===== src/verilog/decode_pkg.sv =====
package decode_pkg;

	////////////////////////////////////////////////////////////////////////////
	// field widths

	localparam int OPCODE_W   = 6;
	localparam int REG_ADDR_W = 5;
	localparam int INSN_W     = 32;
	localparam int DATA_W     = 32;
	localparam int ALU_OP2_W  = 4;
	localparam int COMP_OP_W  = 4;

	typedef logic [REG_ADDR_W-1:0] reg_addr_t;
	typedef logic [INSN_W-1:0]     insn_t;

	////////////////////////////////////////////////////////////////////////////
	// encodings

	// major opcode, insn[31:26]
	typedef enum logic [OPCODE_W-1:0] {
		OP_J      = 6'h00,
		OP_JAL    = 6'h01,
		OP_BNF    = 6'h03,
		OP_BF     = 6'h04,
		OP_NOP    = 6'h05,
		OP_MOVHI  = 6'h06,
		OP_XSYNC  = 6'h08,
		OP_RFE    = 6'h09,
		OP_JR     = 6'h11,
		OP_JALR   = 6'h12,
		OP_LWZ    = 6'h21,
		OP_LWS    = 6'h22,
		OP_LBZ    = 6'h23,
		OP_LBS    = 6'h24,
		OP_LHZ    = 6'h25,
		OP_LHS    = 6'h26,
		OP_ADDI   = 6'h27,
		OP_ADDIC  = 6'h28,
		OP_ANDI   = 6'h29,
		OP_ORI    = 6'h2a,
		OP_XORI   = 6'h2b,
		OP_MFSPR  = 6'h2d,
		OP_SFXXI  = 6'h2f,
		OP_MTSPR  = 6'h30,
		OP_SW     = 6'h35,
		OP_SB     = 6'h36,
		OP_SH     = 6'h37,
		OP_ALU    = 6'h38,
		OP_SFXX   = 6'h39
	} opcode_e;

	// mul/div codes exist only so that the decoder can reject them
	typedef enum logic [4:0] {
		ALU_ADD   = 5'h00,
		ALU_ADDC  = 5'h01,
		ALU_AND   = 5'h03,
		ALU_OR    = 5'h04,
		ALU_XOR   = 5'h05,
		ALU_MUL   = 5'h06,
		ALU_DIV   = 5'h09,
		ALU_DIVU  = 5'h0a,
		ALU_MULU  = 5'h0b,
		ALU_MOVHI = 5'h10,
		ALU_COMP  = 5'h11,
		ALU_NOP   = 5'h1f
	} alu_op_e;

	typedef enum logic [2:0] {
		BR_NOP = 3'd0,
		BR_J   = 3'd1,
		BR_JR  = 3'd2,
		BR_BF  = 3'd4,
		BR_BNF = 3'd5,
		BR_RFE = 3'd6
	} branch_op_e;

	typedef enum logic [3:0] {
		LSU_NOP = 4'b0000,
		LSU_LBZ = 4'b0010,
		LSU_LBS = 4'b0011,
		LSU_LHZ = 4'b0100,
		LSU_LHS = 4'b0101,
		LSU_LWZ = 4'b0110,
		LSU_LWS = 4'b0111,
		LSU_SB  = 4'b1010,
		LSU_SH  = 4'b1100,
		LSU_SW  = 4'b1110
	} lsu_op_e;

	typedef enum logic [2:0] {
		RFWB_NOP  = 3'd0,
		RFWB_ALU  = 3'd1,
		RFWB_LSU  = 3'd2,
		RFWB_SPRS = 3'd3,
		RFWB_LR   = 3'd4
	} rfwb_src_e;

	typedef struct packed {
		rfwb_src_e src;
		logic      we;
	} rfwb_op_t;

	typedef enum logic [1:0] {
		SEL_RF      = 2'd0,
		SEL_IMM     = 2'd1,
		SEL_EX_FORW = 2'd2,
		SEL_WB_FORW = 2'd3
	} sel_e;

	// void nop, bit 16 marks a bubble
	localparam insn_t     NOP_INSN = {OP_NOP, 26'h001_0000};
	localparam reg_addr_t LINK_REG = 5'd9;

	////////////////////////////////////////////////////////////////////////////
	// stage records

	typedef struct packed {
		insn_t      insn;
		branch_op_e branch_op;
		logic       sel_imm;
	} id_stage_t;

	typedef struct packed {
		alu_op_e              alu_op;
		logic [ALU_OP2_W-1:0] alu_op2;
		logic [COMP_OP_W-1:0] comp_op;
		rfwb_op_t             rfwb_op;
		reg_addr_t            rf_addrw;
		branch_op_e           branch_op;
		logic [DATA_W-1:0]    simm;
		logic                 spr_read;
		logic                 spr_write;
		logic                 except_illegal;
		logic                 sig_syscall;
		logic                 sig_trap;
	} ex_ctrl_t;

	typedef struct packed {
		reg_addr_t rf_addrw;
		logic      we;
	} wb_fwd_t;

	localparam id_stage_t ID_STAGE_NOP = '{
		insn: NOP_INSN,
		branch_op: BR_NOP,
		sel_imm: 1'b0
	};

	// what EX holds after reset, flush or a bubble
	localparam ex_ctrl_t EX_CTRL_NOP = '{
		alu_op: ALU_NOP,
		alu_op2: '0,
		comp_op: '0,
		rfwb_op: '{src: RFWB_NOP, we: 1'b0},
		rf_addrw: '0,
		branch_op: BR_NOP,
		simm: '0,
		spr_read: 1'b0,
		spr_write: 1'b0,
		except_illegal: 1'b0,
		sig_syscall: 1'b0,
		sig_trap: 1'b0
	};

endpackage


===== src/verilog/id_latch.sv =====
module id_latch import decode_pkg::*; (
	input  logic      clk,
	input  logic      rst_n,
	input  insn_t     if_insn,
	input  logic      if_valid,
	input  logic      flush,
	output id_stage_t id_stage
);

	insn_t      next_insn;
	opcode_e    next_op;
	branch_op_e next_branch;
	logic       next_sel_imm;

	// no strobe or a flush puts a bubble into ID
	assign next_insn = (if_valid && !flush) ? if_insn : NOP_INSN;
	assign next_op   = opcode_e'(next_insn[31:26]);

	// branch predecode
	always_comb begin
		case (next_op)
			OP_J, OP_JAL:   next_branch = BR_J;
			OP_JR, OP_JALR: next_branch = BR_JR;
			OP_BF:          next_branch = BR_BF;
			OP_BNF:         next_branch = BR_BNF;
			OP_RFE:         next_branch = BR_RFE;
			default:        next_branch = BR_NOP;
		endcase
	end

	// operand b comes from the immediate unless the opcode has none
	always_comb begin
		case (next_op)
			OP_ALU, OP_SFXX,
			OP_JR, OP_JALR, OP_RFE,
			OP_MFSPR, OP_MTSPR, OP_XSYNC,
			OP_SW, OP_SB, OP_SH,
			OP_NOP:
				next_sel_imm = 1'b0;
			default:
				next_sel_imm = 1'b1;
		endcase
	end

	always_ff @(posedge clk or negedge rst_n) begin
		if (!rst_n) begin
			id_stage <= ID_STAGE_NOP;
		end else begin
			id_stage.insn      <= next_insn;
			id_stage.branch_op <= next_branch;
			id_stage.sel_imm   <= next_sel_imm;
		end
	end

endmodule


===== src/verilog/id_decode.sv =====
module id_decode import decode_pkg::*; (
	input  insn_t             if_insn,
	input  id_stage_t         id_stage,
	output reg_addr_t         rf_addra,
	output reg_addr_t         rf_addrb,
	output logic              rf_rda,
	output logic              rf_rdb,
	output lsu_op_e           id_lsu_op,
	output logic [DATA_W-1:0] simm
);

	opcode_e id_op;
	insn_t   insn;

	// register file is addressed straight from the fetched word
	assign rf_addra = if_insn[20:16];
	assign rf_addrb = if_insn[15:11];
	assign rf_rda   = if_insn[31];
	assign rf_rdb   = if_insn[30];

	assign insn  = id_stage.insn;
	assign id_op = opcode_e'(insn[31:26]);

	// immediate extension
	always_comb begin
		case (id_op)
			OP_ADDI, OP_ADDIC, OP_XORI, OP_SFXXI,
			OP_LWZ, OP_LWS, OP_LBZ, OP_LBS, OP_LHZ, OP_LHS:
				simm = {{16{insn[15]}}, insn[15:0]};
			// store offset is split around the rB field
			OP_SW, OP_SB, OP_SH:
				simm = {{16{insn[25]}}, insn[25:21], insn[10:0]};
			OP_MTSPR:
				simm = {16'b0, insn[25:21], insn[10:0]};
			default:
				simm = {16'b0, insn[15:0]};
		endcase
	end

	// load/store op
	always_comb begin
		case (id_op)
			OP_LWZ:  id_lsu_op = LSU_LWZ;
			OP_LWS:  id_lsu_op = LSU_LWS;
			OP_LBZ:  id_lsu_op = LSU_LBZ;
			OP_LBS:  id_lsu_op = LSU_LBS;
			OP_LHZ:  id_lsu_op = LSU_LHZ;
			OP_LHS:  id_lsu_op = LSU_LHS;
			OP_SW:   id_lsu_op = LSU_SW;
			OP_SB:   id_lsu_op = LSU_SB;
			OP_SH:   id_lsu_op = LSU_SH;
			default: id_lsu_op = LSU_NOP;
		endcase
	end

endmodule


===== src/verilog/ex_decode.sv =====
module ex_decode import decode_pkg::*; (
	input  logic              clk,
	input  logic              rst_n,
	input  logic              flush,
	input  id_stage_t         id_stage,
	input  logic [DATA_W-1:0] simm,
	output ex_ctrl_t          ex_ctrl,
	output insn_t             ex_insn
);

	insn_t      insn;
	opcode_e    op;
	logic [4:0] sub_op;
	ex_ctrl_t   next_ctrl;

	assign insn   = id_stage.insn;
	assign op     = opcode_e'(insn[31:26]);
	assign sub_op = insn[4:0];

	////////////////////////////////////////////////////////////////////////////
	// EX control decode from the ID word

	always_comb begin
		next_ctrl = EX_CTRL_NOP;

		// raw fields, meaningful only for the ops that use them
		next_ctrl.alu_op2   = insn[9:6];
		next_ctrl.comp_op   = insn[24:21];
		next_ctrl.branch_op = id_stage.branch_op;
		next_ctrl.simm      = simm;

		// jump and link writes r9
		if (op == OP_JAL || op == OP_JALR)
			next_ctrl.rf_addrw = LINK_REG;
		else
			next_ctrl.rf_addrw = insn[25:21];

		// alu op and write-back source
		case (op)
			OP_JAL, OP_JALR: begin
				next_ctrl.rfwb_op = '{src: RFWB_LR, we: 1'b1};
			end
			OP_MFSPR: begin
				next_ctrl.rfwb_op  = '{src: RFWB_SPRS, we: 1'b1};
				next_ctrl.spr_read = 1'b1;
			end
			OP_MTSPR: begin
				next_ctrl.spr_write = 1'b1;
			end
			OP_LWZ, OP_LWS, OP_LBZ, OP_LBS, OP_LHZ, OP_LHS: begin
				next_ctrl.rfwb_op = '{src: RFWB_LSU, we: 1'b1};
			end
			OP_MOVHI: begin
				next_ctrl.alu_op  = ALU_MOVHI;
				next_ctrl.rfwb_op = '{src: RFWB_ALU, we: 1'b1};
			end
			OP_ADDI: begin
				next_ctrl.alu_op  = ALU_ADD;
				next_ctrl.rfwb_op = '{src: RFWB_ALU, we: 1'b1};
			end
			OP_ADDIC: begin
				next_ctrl.alu_op  = ALU_ADDC;
				next_ctrl.rfwb_op = '{src: RFWB_ALU, we: 1'b1};
			end
			OP_ANDI: begin
				next_ctrl.alu_op  = ALU_AND;
				next_ctrl.rfwb_op = '{src: RFWB_ALU, we: 1'b1};
			end
			OP_ORI: begin
				next_ctrl.alu_op  = ALU_OR;
				next_ctrl.rfwb_op = '{src: RFWB_ALU, we: 1'b1};
			end
			OP_XORI: begin
				next_ctrl.alu_op  = ALU_XOR;
				next_ctrl.rfwb_op = '{src: RFWB_ALU, we: 1'b1};
			end
			// register form takes the low sub-op field
			OP_ALU: begin
				next_ctrl.alu_op  = alu_op_e'({1'b0, insn[3:0]});
				next_ctrl.rfwb_op = '{src: RFWB_ALU, we: 1'b1};
			end
			// compares only set the flag
			OP_SFXX, OP_SFXXI: begin
				next_ctrl.alu_op = ALU_COMP;
			end
			default: begin
			end
		endcase

		// illegal opcodes, plus mul/div since there is no multiplier
		case (op)
			OP_J, OP_JAL, OP_JALR, OP_JR, OP_BNF, OP_BF, OP_RFE,
			OP_MOVHI, OP_MFSPR, OP_MTSPR, OP_XSYNC, OP_NOP,
			OP_LWZ, OP_LWS, OP_LBZ, OP_LBS, OP_LHZ, OP_LHS,
			OP_ADDI, OP_ADDIC, OP_ANDI, OP_ORI, OP_XORI,
			OP_SFXXI, OP_SW, OP_SB, OP_SH, OP_SFXX:
				next_ctrl.except_illegal = 1'b0;
			OP_ALU:
				next_ctrl.except_illegal = (sub_op == ALU_MUL) || (sub_op == ALU_MULU) ||
					(sub_op == ALU_DIV) || (sub_op == ALU_DIVU);
			default:
				next_ctrl.except_illegal = 1'b1;
		endcase

		// l.sys and l.trap
		next_ctrl.sig_syscall = (insn[31:23] == {OP_XSYNC, 3'b000});
		next_ctrl.sig_trap    = (insn[31:23] == {OP_XSYNC, 3'b010});
	end

	////////////////////////////////////////////////////////////////////////////
	// EX registers

	always_ff @(posedge clk or negedge rst_n) begin
		if (!rst_n) begin
			ex_ctrl <= EX_CTRL_NOP;
			ex_insn <= NOP_INSN;
		end else if (flush) begin
			ex_ctrl <= EX_CTRL_NOP;
			ex_insn <= NOP_INSN;
		end else begin
			ex_ctrl <= next_ctrl;
			ex_insn <= insn;
		end
	end

endmodule


===== src/verilog/operand_forward.sv =====
module operand_forward import decode_pkg::*; (
	input  logic      clk,
	input  logic      rst_n,
	input  id_stage_t id_stage,
	input  ex_ctrl_t  ex_ctrl,
	input  insn_t     ex_insn,
	output sel_e      sel_a,
	output sel_e      sel_b,
	output insn_t     wb_insn
);

	wb_fwd_t wb_fwd;

	// EX result wins over WB, register file last
	function automatic sel_e fwd_sel(reg_addr_t src, ex_ctrl_t ex, wb_fwd_t wb);
		if (src == ex.rf_addrw && ex.rfwb_op.we)
			return SEL_EX_FORW;
		else if (src == wb.rf_addrw && wb.we)
			return SEL_WB_FORW;
		else
			return SEL_RF;
	endfunction

	// WB stage, keeps the old EX insn through a flush
	always_ff @(posedge clk or negedge rst_n) begin
		if (!rst_n) begin
			wb_fwd  <= '0;
			wb_insn <= NOP_INSN;
		end else begin
			wb_fwd.rf_addrw <= ex_ctrl.rf_addrw;
			wb_fwd.we       <= ex_ctrl.rfwb_op.we;
			wb_insn         <= ex_insn;
		end
	end

	assign sel_a = fwd_sel(id_stage.insn[20:16], ex_ctrl, wb_fwd);

	// immediate takes operand b
	assign sel_b = id_stage.sel_imm ? SEL_IMM :
		fwd_sel(id_stage.insn[15:11], ex_ctrl, wb_fwd);

endmodule


===== src/verilog/decode_ctrl.sv =====
module decode_ctrl import decode_pkg::*; (
	input  logic       clk,
	input  logic       rst_n,
	input  insn_t      if_insn,
	input  logic       if_valid,
	input  logic       flush,
	output reg_addr_t  rf_addra,
	output reg_addr_t  rf_addrb,
	output logic       rf_rda,
	output logic       rf_rdb,
	output branch_op_e id_branch_op,
	output lsu_op_e    id_lsu_op,
	output sel_e       sel_a,
	output sel_e       sel_b,
	output ex_ctrl_t   ex_ctrl,
	output insn_t      ex_insn,
	output insn_t      wb_insn
);

	id_stage_t         id_stage;
	logic [DATA_W-1:0] simm;

	assign id_branch_op = id_stage.branch_op;

	// IF to ID
	id_latch i_id_latch (
		.clk      (clk),
		.rst_n    (rst_n),
		.if_insn  (if_insn),
		.if_valid (if_valid),
		.flush    (flush),
		.id_stage (id_stage)
	);

	id_decode i_id_decode (
		.if_insn   (if_insn),
		.id_stage  (id_stage),
		.rf_addra  (rf_addra),
		.rf_addrb  (rf_addrb),
		.rf_rda    (rf_rda),
		.rf_rdb    (rf_rdb),
		.id_lsu_op (id_lsu_op),
		.simm      (simm)
	);

	// ID to EX
	ex_decode i_ex_decode (
		.clk      (clk),
		.rst_n    (rst_n),
		.flush    (flush),
		.id_stage (id_stage),
		.simm     (simm),
		.ex_ctrl  (ex_ctrl),
		.ex_insn  (ex_insn)
	);

	// EX to WB and the operand selects
	operand_forward i_operand_forward (
		.clk      (clk),
		.rst_n    (rst_n),
		.id_stage (id_stage),
		.ex_ctrl  (ex_ctrl),
		.ex_insn  (ex_insn),
		.sel_a    (sel_a),
		.sel_b    (sel_b),
		.wb_insn  (wb_insn)
	);

endmodule


===== config.mk =====
export PLATFORM = sky130hd
export DESIGN_NAME = decode_ctrl
export DESIGN_NICKNAME = d
export VERILOG_FILES = /design/src/verilog/decode_pkg.sv /design/src/verilog/id_latch.sv /design/src/verilog/id_decode.sv /design/src/verilog/ex_decode.sv /design/src/verilog/operand_forward.sv /design/src/verilog/decode_ctrl.sv
export SDC_FILE = /design/constraint.sdc
export NUM_CORES = 1
export LEC_CHECK = 0
export BUFFER_PORTS_ARGS = -buffer_cell sky130_fd_sc_hd__buf_2
export CAP_MARGIN = 20
export CORE_ASPECT_RATIO = 0.6
export CORE_MARGIN = 3
export CORE_UTILIZATION = 35
export DETAILED_ROUTE_END_ITERATION = 7
export MAX_ROUTING_LAYER = met4
export SYNTH_ARGS = -nofsm -noshare
export SYNTH_HDL_FRONTEND = slang
export SYNTH_SLANG_ARGS = --single-unit

===== constraint.sdc =====
create_clock -name clk -period 1.9 [get_ports clk]
set_input_delay 0.095 -clock clk [delete_from_list [all_inputs] [get_ports clk]]
set_output_delay 0.095 -clock clk [all_outputs]
set_load 0.01 [all_outputs]

==> results by group, run 1 <==
Global route
  – Initial antenna violation count: 0
  – Vias in the first global route: a little under 4,000
  – Grt ovf: 0
  – All-Layer GR Usage: 17.4%
  – Largest net degree at the start of global routing: between 50 and 60
  – GR Layer Usage met3: approximately 4.3%
  – Met1 GRT Util: 24.2%
  – Met2 Use GR: between 20% and 30%
  – First-pass GRT wire length: 22,000 um
  – Global-route layer with the greatest usage: met2

Placed design
  – RD Place Congestion: between 0.8 and 0.9
  – DP Wirelength: 9880 um
  – Placed standard-cell area: 0.00627 mm2
  – # placed instances: 770
  – Port Buffer Count: between 150 and 200

Synthesis
  – Synthesis-stage register bit count: roughly 130
  – Syn Nets: about 480
  – Most frequent cell after synthesis: dfrtp_1
  – Synth top area cells: dfrtp_1, buf_4, dfstp_2, nor2b_1, and2_1
  – Dominant synthesized flop cell: dfrtp_1
  – Area leader, netlist: dfrtp_1
  – Post-Synthesis Cells: between 400 and 500
  – Async SR Flop Fraction: 100%
  – Mean post-synth cell area: 12.3 um2
  – Most frequent cells after synthesis: dfrtp_1, buf_4, nor2b_1
  – Synth Cell Area: roughly 0.0054 mm2
  – Library cells used by synthesis: 60
  – Yosys warns: 0
  – Register area share after synthesis: around 62%
  – Post-synth EDFFs: 0
  – Top-area cell type share of the netlist area: between 50% and 60%

Job
  – Max cap viols: 0

STA
  – Fin. Hold Viols: 0
  – Max Clk Rate: between 0.5 and 0.6 GHz
  – Least-Margin Pin Slew: about 500 ps
  – Tcrit/Tclk final: 102%
  – Worst Hold Margin: 19.0 ps
  – Worst setup margin: -43.1 ps
  – Setup-failing EPs final: 3
  – Clock skew: 6.61 ps
  – Fin crit period: 1940 ps
  – Final Max Slew Viols: 0
  – Worst slew margin: 66.0%
  – RSZ-0062 raised after global routing: yes

Worst setup path
  – Flop2flop setup slack: ~130 ps
  – CP Capture Type: output pin
  – R2R Path Start: i_id_latch.id_stage[31]
  – Maximum fanout along the worst path: 3
  – Crit Reg-Reg Endpoint: i_ex_decode.ex_ctrl[2]
  – R2R cell count: 5
  – CP Launch Type: register
  – Critical Path RT: between 1500 and 2000 ps
  – CP arrival: ~1900 ps
  – Setup CP Type: reg -> out

Outcome
  – Failing checks: setup timing
  – Run status: complete, but fails checks

Power and ir drop
  – Worst VDD drop: between 0.0003 and 0.0004 V
  – Total power: ~6700 uW
  – PD cells: approximately 920 mW/mm2
  – LEAKAGE: between 0.003 and 0.004 uW

Floorplan
  – Initial Util: between 30% and 40%
  – Die area: about 0.017 mm2
  – Die Wd: between 150 and 200 um
  – Num ports: between 150 and 200
  – Chip height: roughly 100 um
  – Number of placement rows: 34
  – Core area: 0.0148 mm2

Cells and area
  – Area growth syn-to-layout: 34.8%
  – Ant. Diodes: 0
  – Share of cells above drive strength 1: a little over two fifths
  – Fillcell total: around 1,300
  – Nets: roughly 670
  – Non-filler cells in the finished layout: approximately 840
  – Finished Cell Area: ~0.0073 mm2

Worst hold path
  – Hold crit path type: in -> reg
  – Hold Startpoint: if_insn[27]
  – Worst Hold End: i_id_latch.id_stage[31]
  – Worst Hold Path Cells: 2

Detailed routing
  – Routed length per instance: 16.4 um
  – Final WL: roughly 14,000 um
  – Initial DRC count: 154
  – DRC: 0
  – Pre-Repair DR Iteration Count: 4
  – Via count: ~3,800
  – DRT antenna net count: 0
  – Via/cell ratio: ~4.6

Clock tree
  – Clock Latency Late Sink: 410 ps
  – H-tree Lvls: 4
  – Clock sink count: 134
  – Root buffer cell: clkbuf_16
  – Cts bufs inserted: 17
  – Clock Path Buffers: 2
  – TritonCTS clock tree: built
  – Reg clk slew, reported paths: 60 ps
==> sequential cells by signal, indices dropped and copies added (netlist names) <==
name                       count
i_operand_forward.wb_fwd       6
i_ex_decode.ex_ctrl           42
i_ex_decode.ex_insn           18
i_id_latch.id_stage           36
i_operand_forward.wb_insn     32
==> per-stage QoR <==
stage	setup slack (ps)	utilization (%)	setup TNS, ps
finish	-43.1	49.3	-77.1
global route	-129	49.3	-385
CTS	-34.4	48.9	-85.2
detailed placement	95.8	42.3	0
global placement	175	42.3	0
floorplan	364	-	0
==> where the power goes <==
group | switching, uW | leakage (uW) | internal (uW)
combinational | 303 | 0.00183 | 254
sequential | 61.5 | 0.00178 | 2940
clock | 1300 | 0.000263 | 1850
total | 1660 | 0.00387 | 5040
==> placed cells by master, fill, tap and decap left out, types with 3 or more instances in the layout <==
master and n:
a211oi_1 3, a21oi_1 6, a22oi_1 3, a31oi_1 4
and2_1 31, buf_12 3, buf_2 183, buf_4 21
buf_6 3, clkbuf_16 17, clkinvlp_4 5, dfrtp_1 116
dfrtp_2 4, dfstp_2 14, dlygate4sd3_1 32, inv_1 6
inv_6 5, mux2_1 5, nand2_1 12, nand2b_1 12
nand3_1 8, nand3b_1 4, nor2_1 16, nor2b_1 33
nor3_1 8, nor4_1 3, nor4_2 5, o21ai_0 7
or2_2 4, xnor2_1 4, xor2_1 17
==> area by class of cell <==
type | count | area (um2) | share of cell area (%)
repair buffers | 242 | 1490 | 20.3
well taps | 198 | 248 | 3.39
inverters | 7 | 28.8 | 0.393
clock inverters | 13 | 121 | 1.66
multi-input cells | 229 | 1610 | 22.0
flip-flops and latches | 134 | 3380 | 46.2
clock buffers | 19 | 443 | 6.06
==> metal layers <==
layer	wire length, um	vias to the layer above
li1	-	1794
met5	0	-
met4	192	0
met1	6710	1873
met2	6060	156
met3	853	24
==> how the worst max path moves through the flow <==
stage | endpoint | from | depth (start not counted)
after floorplan | i_ex_decode.ex_ctrl[2] | i_id_latch.id_stage[30] | 6
after global placement | i_ex_decode.ex_ctrl[2] | i_id_latch.id_stage[35] | 4
after detailed placement | i_ex_decode.ex_ctrl[2] | i_id_latch.id_stage[30] | 4
after CTS | sel_b[0] | i_id_latch.id_stage[16] | 5
after global routing | sel_b[0] | i_id_latch.id_stage[16] | 5
final | sel_b[0] | i_id_latch.id_stage[16] | 5
==> cell families after synthesis <==
| group | Yosys count | share of synthesized area (%) |
|---|---|---|
| compound gates | 46 | 6.13 |
| buf+inv | 80 | 9.52 |
| simple gates | 152 | 16.6 |
| mux | 8 | 1.61 |
| xor+xnor | 23 | 4.06 |
| flops | 134 | 62.1 |
==> timing repair <==
item	4_1_cts	5_1_grt
hold endpoints to repair	83	0
buffers inserted	7	1
endpoints found under the setup margin	6	7
resized for setup	12	9
hold buffers	32	0
pin swaps	8	2
==> critical path, stage by stage, from the launching register on <==
cell	delay [ps]
dfrtp_1	420
xor2_1	190
nor4_2	310
nand3_1	150
a41o_1	220
buf_2	150
(Power assumes the default switching activity.)
==> run 2: changes to the inputs <==
Settings changed: CORE_UTILIZATION 35 to 50, PLACE_DENSITY from default to 0.8.
==> run 2 against run 1 <==
Compared with the run above:
- the run still ends with setup timing left
- via count is 3.5% higher
- critical endpoint unchanged
- largest power group unchanged
- clock-buffer cell count is 1 higher
- worst hold slack better by 3.8 ps
==> results by group, run 2 (synthesis results as in run 1) <==
STA
  – Least-Margin Pin Slew: about 470 ps
  – Fin. Hold Viols: 0
  – Final Max Slew Viols: 0
  – RSZ-0062 raised after global routing: yes
  – Clock skew: between 6 and 7 ps
  – Worst slew margin: between 60% and 70%
  – Max Clk Rate: slightly above 0.5 GHz
  – Tcrit/Tclk final: 102%
  – Worst setup margin: -30.8 ps
  – Fin crit period: approximately 1900 ps
  – Setup-failing EPs final: 1

Floorplan
  – Number of placement rows: 28
  – Core area: between 0.01 and 0.015 mm2
  – Die Wd: 141 um
  – Chip height: approximately 87 um
  – Num ports: ~190
  – Die area: about 0.012 mm2
  – Initial Util: 53.2%

Clock tree
  – H-tree Lvls: 4
  – Clock Path Buffers: 2
  – Reg clk slew, reported paths: 60 ps
  – TritonCTS clock tree: built
  – Clock Latency Late Sink: a little over 400 ps
  – Root buffer cell: clkbuf_16
  – Cts bufs inserted: 17
  – Clock sink count: 134

Global route
  – Met2 Use GR: 36.4%
  – Largest net degree at the start of global routing: 46
  – GR Layer Usage met3: under 10%
  – All-Layer GR Usage: around a quarter
  – Initial antenna violation count: 0
  – Grt ovf: 0
  – First-pass GRT wire length: about 22,000 um
  – Met1 GRT Util: between 30% and 40%
  – Vias in the first global route: between 4,000 and 5,000
  – Global-route layer with the greatest usage: met2

Detailed routing
  – Pre-Repair DR Iteration Count: 5
  – Via count: between 3,000 and 4,000
  – Final WL: roughly 14,000 um
  – DRT antenna net count: 0
  – Via/cell ratio: approximately 5.1
  – DRC: 0
  – Routed length per instance: between 15 and 20 um
  – Initial DRC count: about 280

Cells and area
  – Non-filler cells in the finished layout: 783
  – Area growth syn-to-layout: 34.0%
  – Ant. Diodes: 0
  – Largest regs: i_ex_decode.ex_ctrl (42), i_id_latch.id_stage (36), i_operand_forward.wb_insn (32)
  – Largest register FFs: 42
  – Nets: roughly 670
  – Reg with most FFs: i_ex_decode.ex_ctrl
  – Leading cell type in the layout, fill and taps excluded: buf_2
  – Share of cells above drive strength 1: a little over two fifths
  – Commonest non-fill, non-tap cells in the layout: buf_2, dfrtp_1, nor2b_1

Outcome
  – Failing checks: setup timing
  – Run status: complete, but fails checks

Power and ir drop
  – Worst VDD drop: between 0.0005 and 0.0006 V
  – Internal power: between 5000 and 6000 uW
  – LEAKAGE: slightly below 0.004 uW
  – Net Sw Frac: a little under a quarter
  – Sequential power share: between 40% and 50%
  – P_sw: around 1600 uW
  – PD cells: between 900 and 1000 mW/mm2
  – Comb pwr share: 8.2%
  – Clk pwr share: a little under half

Worst setup path
  – CP Capture Type: output pin
  – Critical Path RT: between 1500 and 2000 ps
  – R2R Path Start: i_id_latch.id_stage[30]
  – CP bufs+invs: 1
  – Crit Reg-Reg Endpoint: i_ex_decode.ex_ctrl[46]
  – Maximum fanout along the worst path: 3
  – Setup CP Type: reg -> out
  – R2R cell count: 5
  – CP arrival: about 1800 ps
  – CP Launch Type: register
  – Slowest CP cell: dfrtp_1
  – Crit path max-delay family: simple AND/OR/NAND/NOR gates
  – CP max stage delay: ~420 ps
  – Worst-path cell chain: xor2_1, nor4_2, nand3_1, a41o_1, buf_2
  – Flop2flop setup slack: 80 ps

Placed design
  – DP Wirelength: ~9400 um
  – Port Buffer Count: ~180
  – RD Place Congestion: 0.865
  – Post-place setup slack: approximately 180 ps
  – # placed instances: 707

Worst hold path
  – Hold Startpoint: if_insn[26]
  – Hold crit path type: in -> reg
  – Worst Hold Path Cells: 2
  – Worst Hold End: i_id_latch.id_stage[30]

Job
  – Max cap viols: 0
run 2: power groups by stage:
stage / registers, uW / clock network [uW] / logic (uW)
3_3_place_gp: 3050 / 0 / 464
5_1_grt: 3010 / 3460 / 613
6_report: 3000 / 3280 / 558
2_1_floorplan: 3050 / 0 / 250
4_1_cts: 3000 / 3350 / 545
3_5_place_dp: 3050 / 0 / 472
run 2: cell type report:
| cell class | instances | area (um2) |
|---|---|---|
| Tap cell | 135 | 169 |
| Multi-Input combinational cell | 229 | 1600 |
| Sequential cell | 134 | 3380 |
| Clock buffer | 20 | 447 |
| Fill cell | 719 | 2920 |
| Clock inverter | 12 | 151 |
| Timing Repair Buffer | 246 | 1510 |
| Inverter | 7 | 26.3 |
run 2: per-stage QoR:
stage	power, uW	cell area, um2	util [%]	hold slack [ps]	setup TNS [ps]
global route	7080	7270	71.3	30.8	-377
detailed placement	3520	6180	60.7	25.1	0
finish	6840	7270	71.3	22.8	-30.8
floorplan	3300	5430	-	-201	0
CTS	6890	7210	70.7	9.81	-69.6
global placement	3510	6180	60.7	17.4	0
run 2: routing by layer:
metal | vias up | part of all wire (%)
met3 | 17 | 7.0
met1 | 1984 | 45
met4 | 0 | 1.1
met5 | - | 0
li1 | 1802 | -
met2 | 177 | 47
run 2: worst max-delay path by stage:
stage	from	endpoint	slack, ps	cells after the start
after floorplan	i_id_latch.id_stage[30]	i_ex_decode.ex_ctrl[2]	360	6
after global placement	i_id_latch.id_stage[31]	i_ex_decode.ex_ctrl[61]	150	5
after detailed placement	i_id_latch.id_stage[31]	i_ex_decode.ex_ctrl[2]	180	4
after CTS	i_id_latch.id_stage[16]	sel_b[0]	-60	5
after global routing	i_id_latch.id_stage[16]	sel_b[0]	-110	5
final	i_id_latch.id_stage[16]	sel_b[0]	-30	5
run 2: timing repair:
action,in CTS,in global routing
hold endpoints to repair,105,0
gates resized for setup,10,12
pin swaps,7,5
endpoints found under the setup margin,4,8
hold buffers,32,0
buffers inserted,10,2
run 2: worst register-to-register path, cell delays in order (launching register included):
cell and delay (ps):
dfstp_2 380, buf_8 140, buf_4 160, nand2b_1 240
or4b_1 540, a221oi_2 270
==> run 3: changes to the inputs <==
--- a/config.mk
+++ b/config.mk
@@ -10,8 +10,9 @@
 export CORE_ASPECT_RATIO = 0.6
 export CORE_MARGIN = 3
-export CORE_UTILIZATION = 50
+export CORE_UTILIZATION = 52
+export CTS_BUF_LIST = sky130_fd_sc_hd__clkbuf_4
 export DETAILED_ROUTE_END_ITERATION = 7
 export MAX_ROUTING_LAYER = met4
-export PLACE_DENSITY = 0.8
+export PLACE_DENSITY = 0.82
 export SYNTH_ARGS = -nofsm -noshare
 export SYNTH_HDL_FRONTEND = slang
==> constraint.sdc (replaced) <==
create_clock -name clk -period 1.9 [get_ports clk]
set_input_delay 0.19 -clock clk [delete_from_list [all_inputs] [get_ports clk]]
set_output_delay 0.19 -clock clk [all_outputs]
set_load 0.01 [all_outputs]
==> run 3 against run 2 <==
Compared with the run above:
- the flow still finishes with violations (setup timing)
- wire length is 3.5% lower
- cell count rose by 1.8%
- setup slack got worse by 210 ps
- non-clock buffer count grew 14
- sequential share of layout area increased by 0.64 points
- clock power shrank 43%
- first-iteration DRC count is 16% lower
- combinational power up 7.0%
- die area is 3.6% lower
- largest power group is now sequential cells
==> results by group, run 3 (synthesis results as in run 1) <==
Worst setup path
  – R2R Path Start: i_id_latch.id_stage[31]
  – Maximum fanout along the worst path: 2
  – CP Launch Type: register
  – Worst-path cell chain: xor2_2, nor4_2, nand3_1, a21oi_2, buf_2
  – Critical Path RT: roughly 1700 ps
  – CP bufs+invs: 1
  – Crit path max-delay family: simple AND/OR/NAND/NOR gates
  – Crit path from: i_operand_forward.wb_fwd[2]
  – CP arrival: between 1500 and 2000 ps
  – Slowest CP cell: dfrtp_1
  – Setup CP Type: reg -> out
  – CP Capture Type: output pin
  – CP max stage delay: roughly 440 ps

Cells and area
  – Leading cell type in the layout, fill and taps excluded: buf_2
  – Finished Cell Area: just over 0.007 mm2
  – Largest regs: i_ex_decode.ex_ctrl (42), i_id_latch.id_stage (36), i_operand_forward.wb_insn (32)
  – Area growth syn-to-layout: 32.4%
  – Nets: about 700
  – Ant. Diodes: 0
  – Commonest non-fill, non-tap cells in the layout: buf_2, dfrtp_1, dlygate4sd3_1
  – Share of cells above drive strength 1: between 40% and 50%
  – Reg with most FFs: i_ex_decode.ex_ctrl
  – Fillcell total: 732
  – Largest register FFs: 42

Clock tree
  – TritonCTS clock tree: built
  – Clock Latency Late Sink: 510 ps
  – Clock sink count: 134
  – H-tree Lvls: 4
  – Clock Path Buffers: 2
  – Cts bufs inserted: 17
  – Root buffer cell: clkbuf_4
  – Reg clk slew, reported paths: 120 ps

STA
  – Tcrit/Tclk final: 113%
  – Worst slew margin: between 60% and 70%
  – Clock skew: between 10 and 15 ps
  – RSZ-0062 raised after global routing: yes
  – Fin. Hold Viols: 0
  – Setup-failing EPs final: 6
  – Final Max Slew Viols: 0
  – Max Clk Rate: ~0.47 GHz
  – Worst setup margin: -243 ps
  – Least-Margin Pin Slew: about 520 ps
  – Fin crit period: about 2100 ps

Worst hold path
  – Hold crit path type: in -> reg
  – Hold Startpoint: flush

Power and ir drop
  – Net Sw Frac: about a quarter
  – Worst VDD drop: about 0.00054 V
  – Comb pwr share: 10.9%
  – Sequential power share: roughly 55%
  – P_sw: between 1000 and 1500 uW
  – PD cells: between 700 and 800 mW/mm2
  – Clk pwr share: between 30% and 40%
  – Internal power: between 4000 and 5000 uW
  – LEAKAGE: slightly below 0.004 uW
  – Total power: around 5500 uW

Floorplan
  – Die area: about 0.012 mm2
  – Initial Util: a little over half
  – Core area: between 0.01 and 0.015 mm2
  – Die Wd: approximately 140 um
  – Chip height: 85.1 um
  – Number of placement rows: 28
  – Num ports: between 150 and 200

Global route
  – All-Layer GR Usage: about a quarter
  – Vias in the first global route: about 4,000
  – Largest net degree at the start of global routing: 54
  – First-pass GRT wire length: between 20,000 and 25,000 um
  – Initial antenna violation count: 0
  – Grt ovf: 0

Detailed routing
  – DR top layer: met4
  – DRT met1 WL: 5770 um
  – Via count: approximately 4,000
  – DRT antenna net count: 0
  – Routed length on met2: slightly above 6000 um
  – Met3 WL: approximately 1100 um
  – Final WL: between 10,000 and 15,000 um
  – Pre-Repair DR Iteration Count: 5
  – Routed length per instance: 16.6 um
  – DRC: 0
  – Via/cell ratio: roughly 5.0
  – Initial DRC count: roughly 230

Placed design
  – Port Buffer Count: 184
  – RD Place Congestion: between 0.8 and 0.9
  – Placed standard-cell area: roughly 0.0062 mm2
  – DP Wirelength: 8990 um

Job
  – Max cap viols: 0

Outcome
  – Failing checks: setup timing
  – Run status: complete, but fails checks
-- run 3: cell count changes in the layout (fill, tap and decap cells not counted), sizes merged --
cell         before  now
dlygate4sd3      32   37
clkinvlp          2    4
buf             213  223
clkbuf           21   18
clkinv            5    6
bufinv            3    2
-- run 3: timing repair --
action / in CTS / in global routing
setup endpoints to repair: 9 / 10
resized for setup: 19 / 22
setup buffers: 14 / 9
pin swaps: 18 / 8
endpoints found under the hold margin: 123 / 0
hold buffers: 37 / 0
-- run 3: worst paths after layout --
check	end	slack, ps	cells after the start
max in group asynchronous	i_id_latch.id_stage[30]	1040	3
hold reg to reg	i_operand_forward.wb_insn[11]	380	0
setup reg to reg	i_ex_decode.ex_ctrl[17]	70	6
hold / removal	i_ex_decode.ex_ctrl[15]	150	2
setup / recovery	sel_b[1]	-240	5
min in group asynchronous	i_operand_forward.wb_insn[19]	170	2
-- run 3: per-layer routing --
layer / global-route usage (%) / up-vias
met1: 31.7 / 1949
met5: - / -
met4: 7.89 / 0
met3: 5.57 / 29
met2: 36.5 / 205
li1: - / 1841
-- run 3: final cells by class --
class,count,area (um2),area share (%)
timing repair buffer,260,1660,23.1
tap,135,169,2.35
inverter,7,26.3,0.366
sequential,134,3380,47.1
clock buffer,18,135,1.88
clock inverter,14,153,2.12
multi-input combinational,229,1660,23.1
-- run 3: through the flow --
stage | instances | TNS (ps) | setup slack (ps) | utilization (%) | hold WS, ps
final | 797 | -1060 | -243 | 71.7 | 152
after global routing | 797 | -1850 | -356 | 71.7 | 125
after CTS | 788 | -1260 | -279 | 70.0 | 92.3
after detailed placement | 705 | 0 | 25.5 | 61.7 | 161
after global placement | 705 | 0 | 118 | 61.7 | 160
after floorplan | 443 | 0 | 364 | - | -106
-- run 3: power groups by stage --
| stage | clock network, uW | registers (uW) | logic [uW] |
|---|---|---|---|
| global route | 2040 | 3010 | 652 |
| global placement | 0 | 3050 | 464 |
| CTS | 1910 | 2990 | 565 |
| finish | 1860 | 2990 | 597 |
| floorplan | 0 | 3050 | 250 |
| detailed placement | 0 | 3050 | 469 |
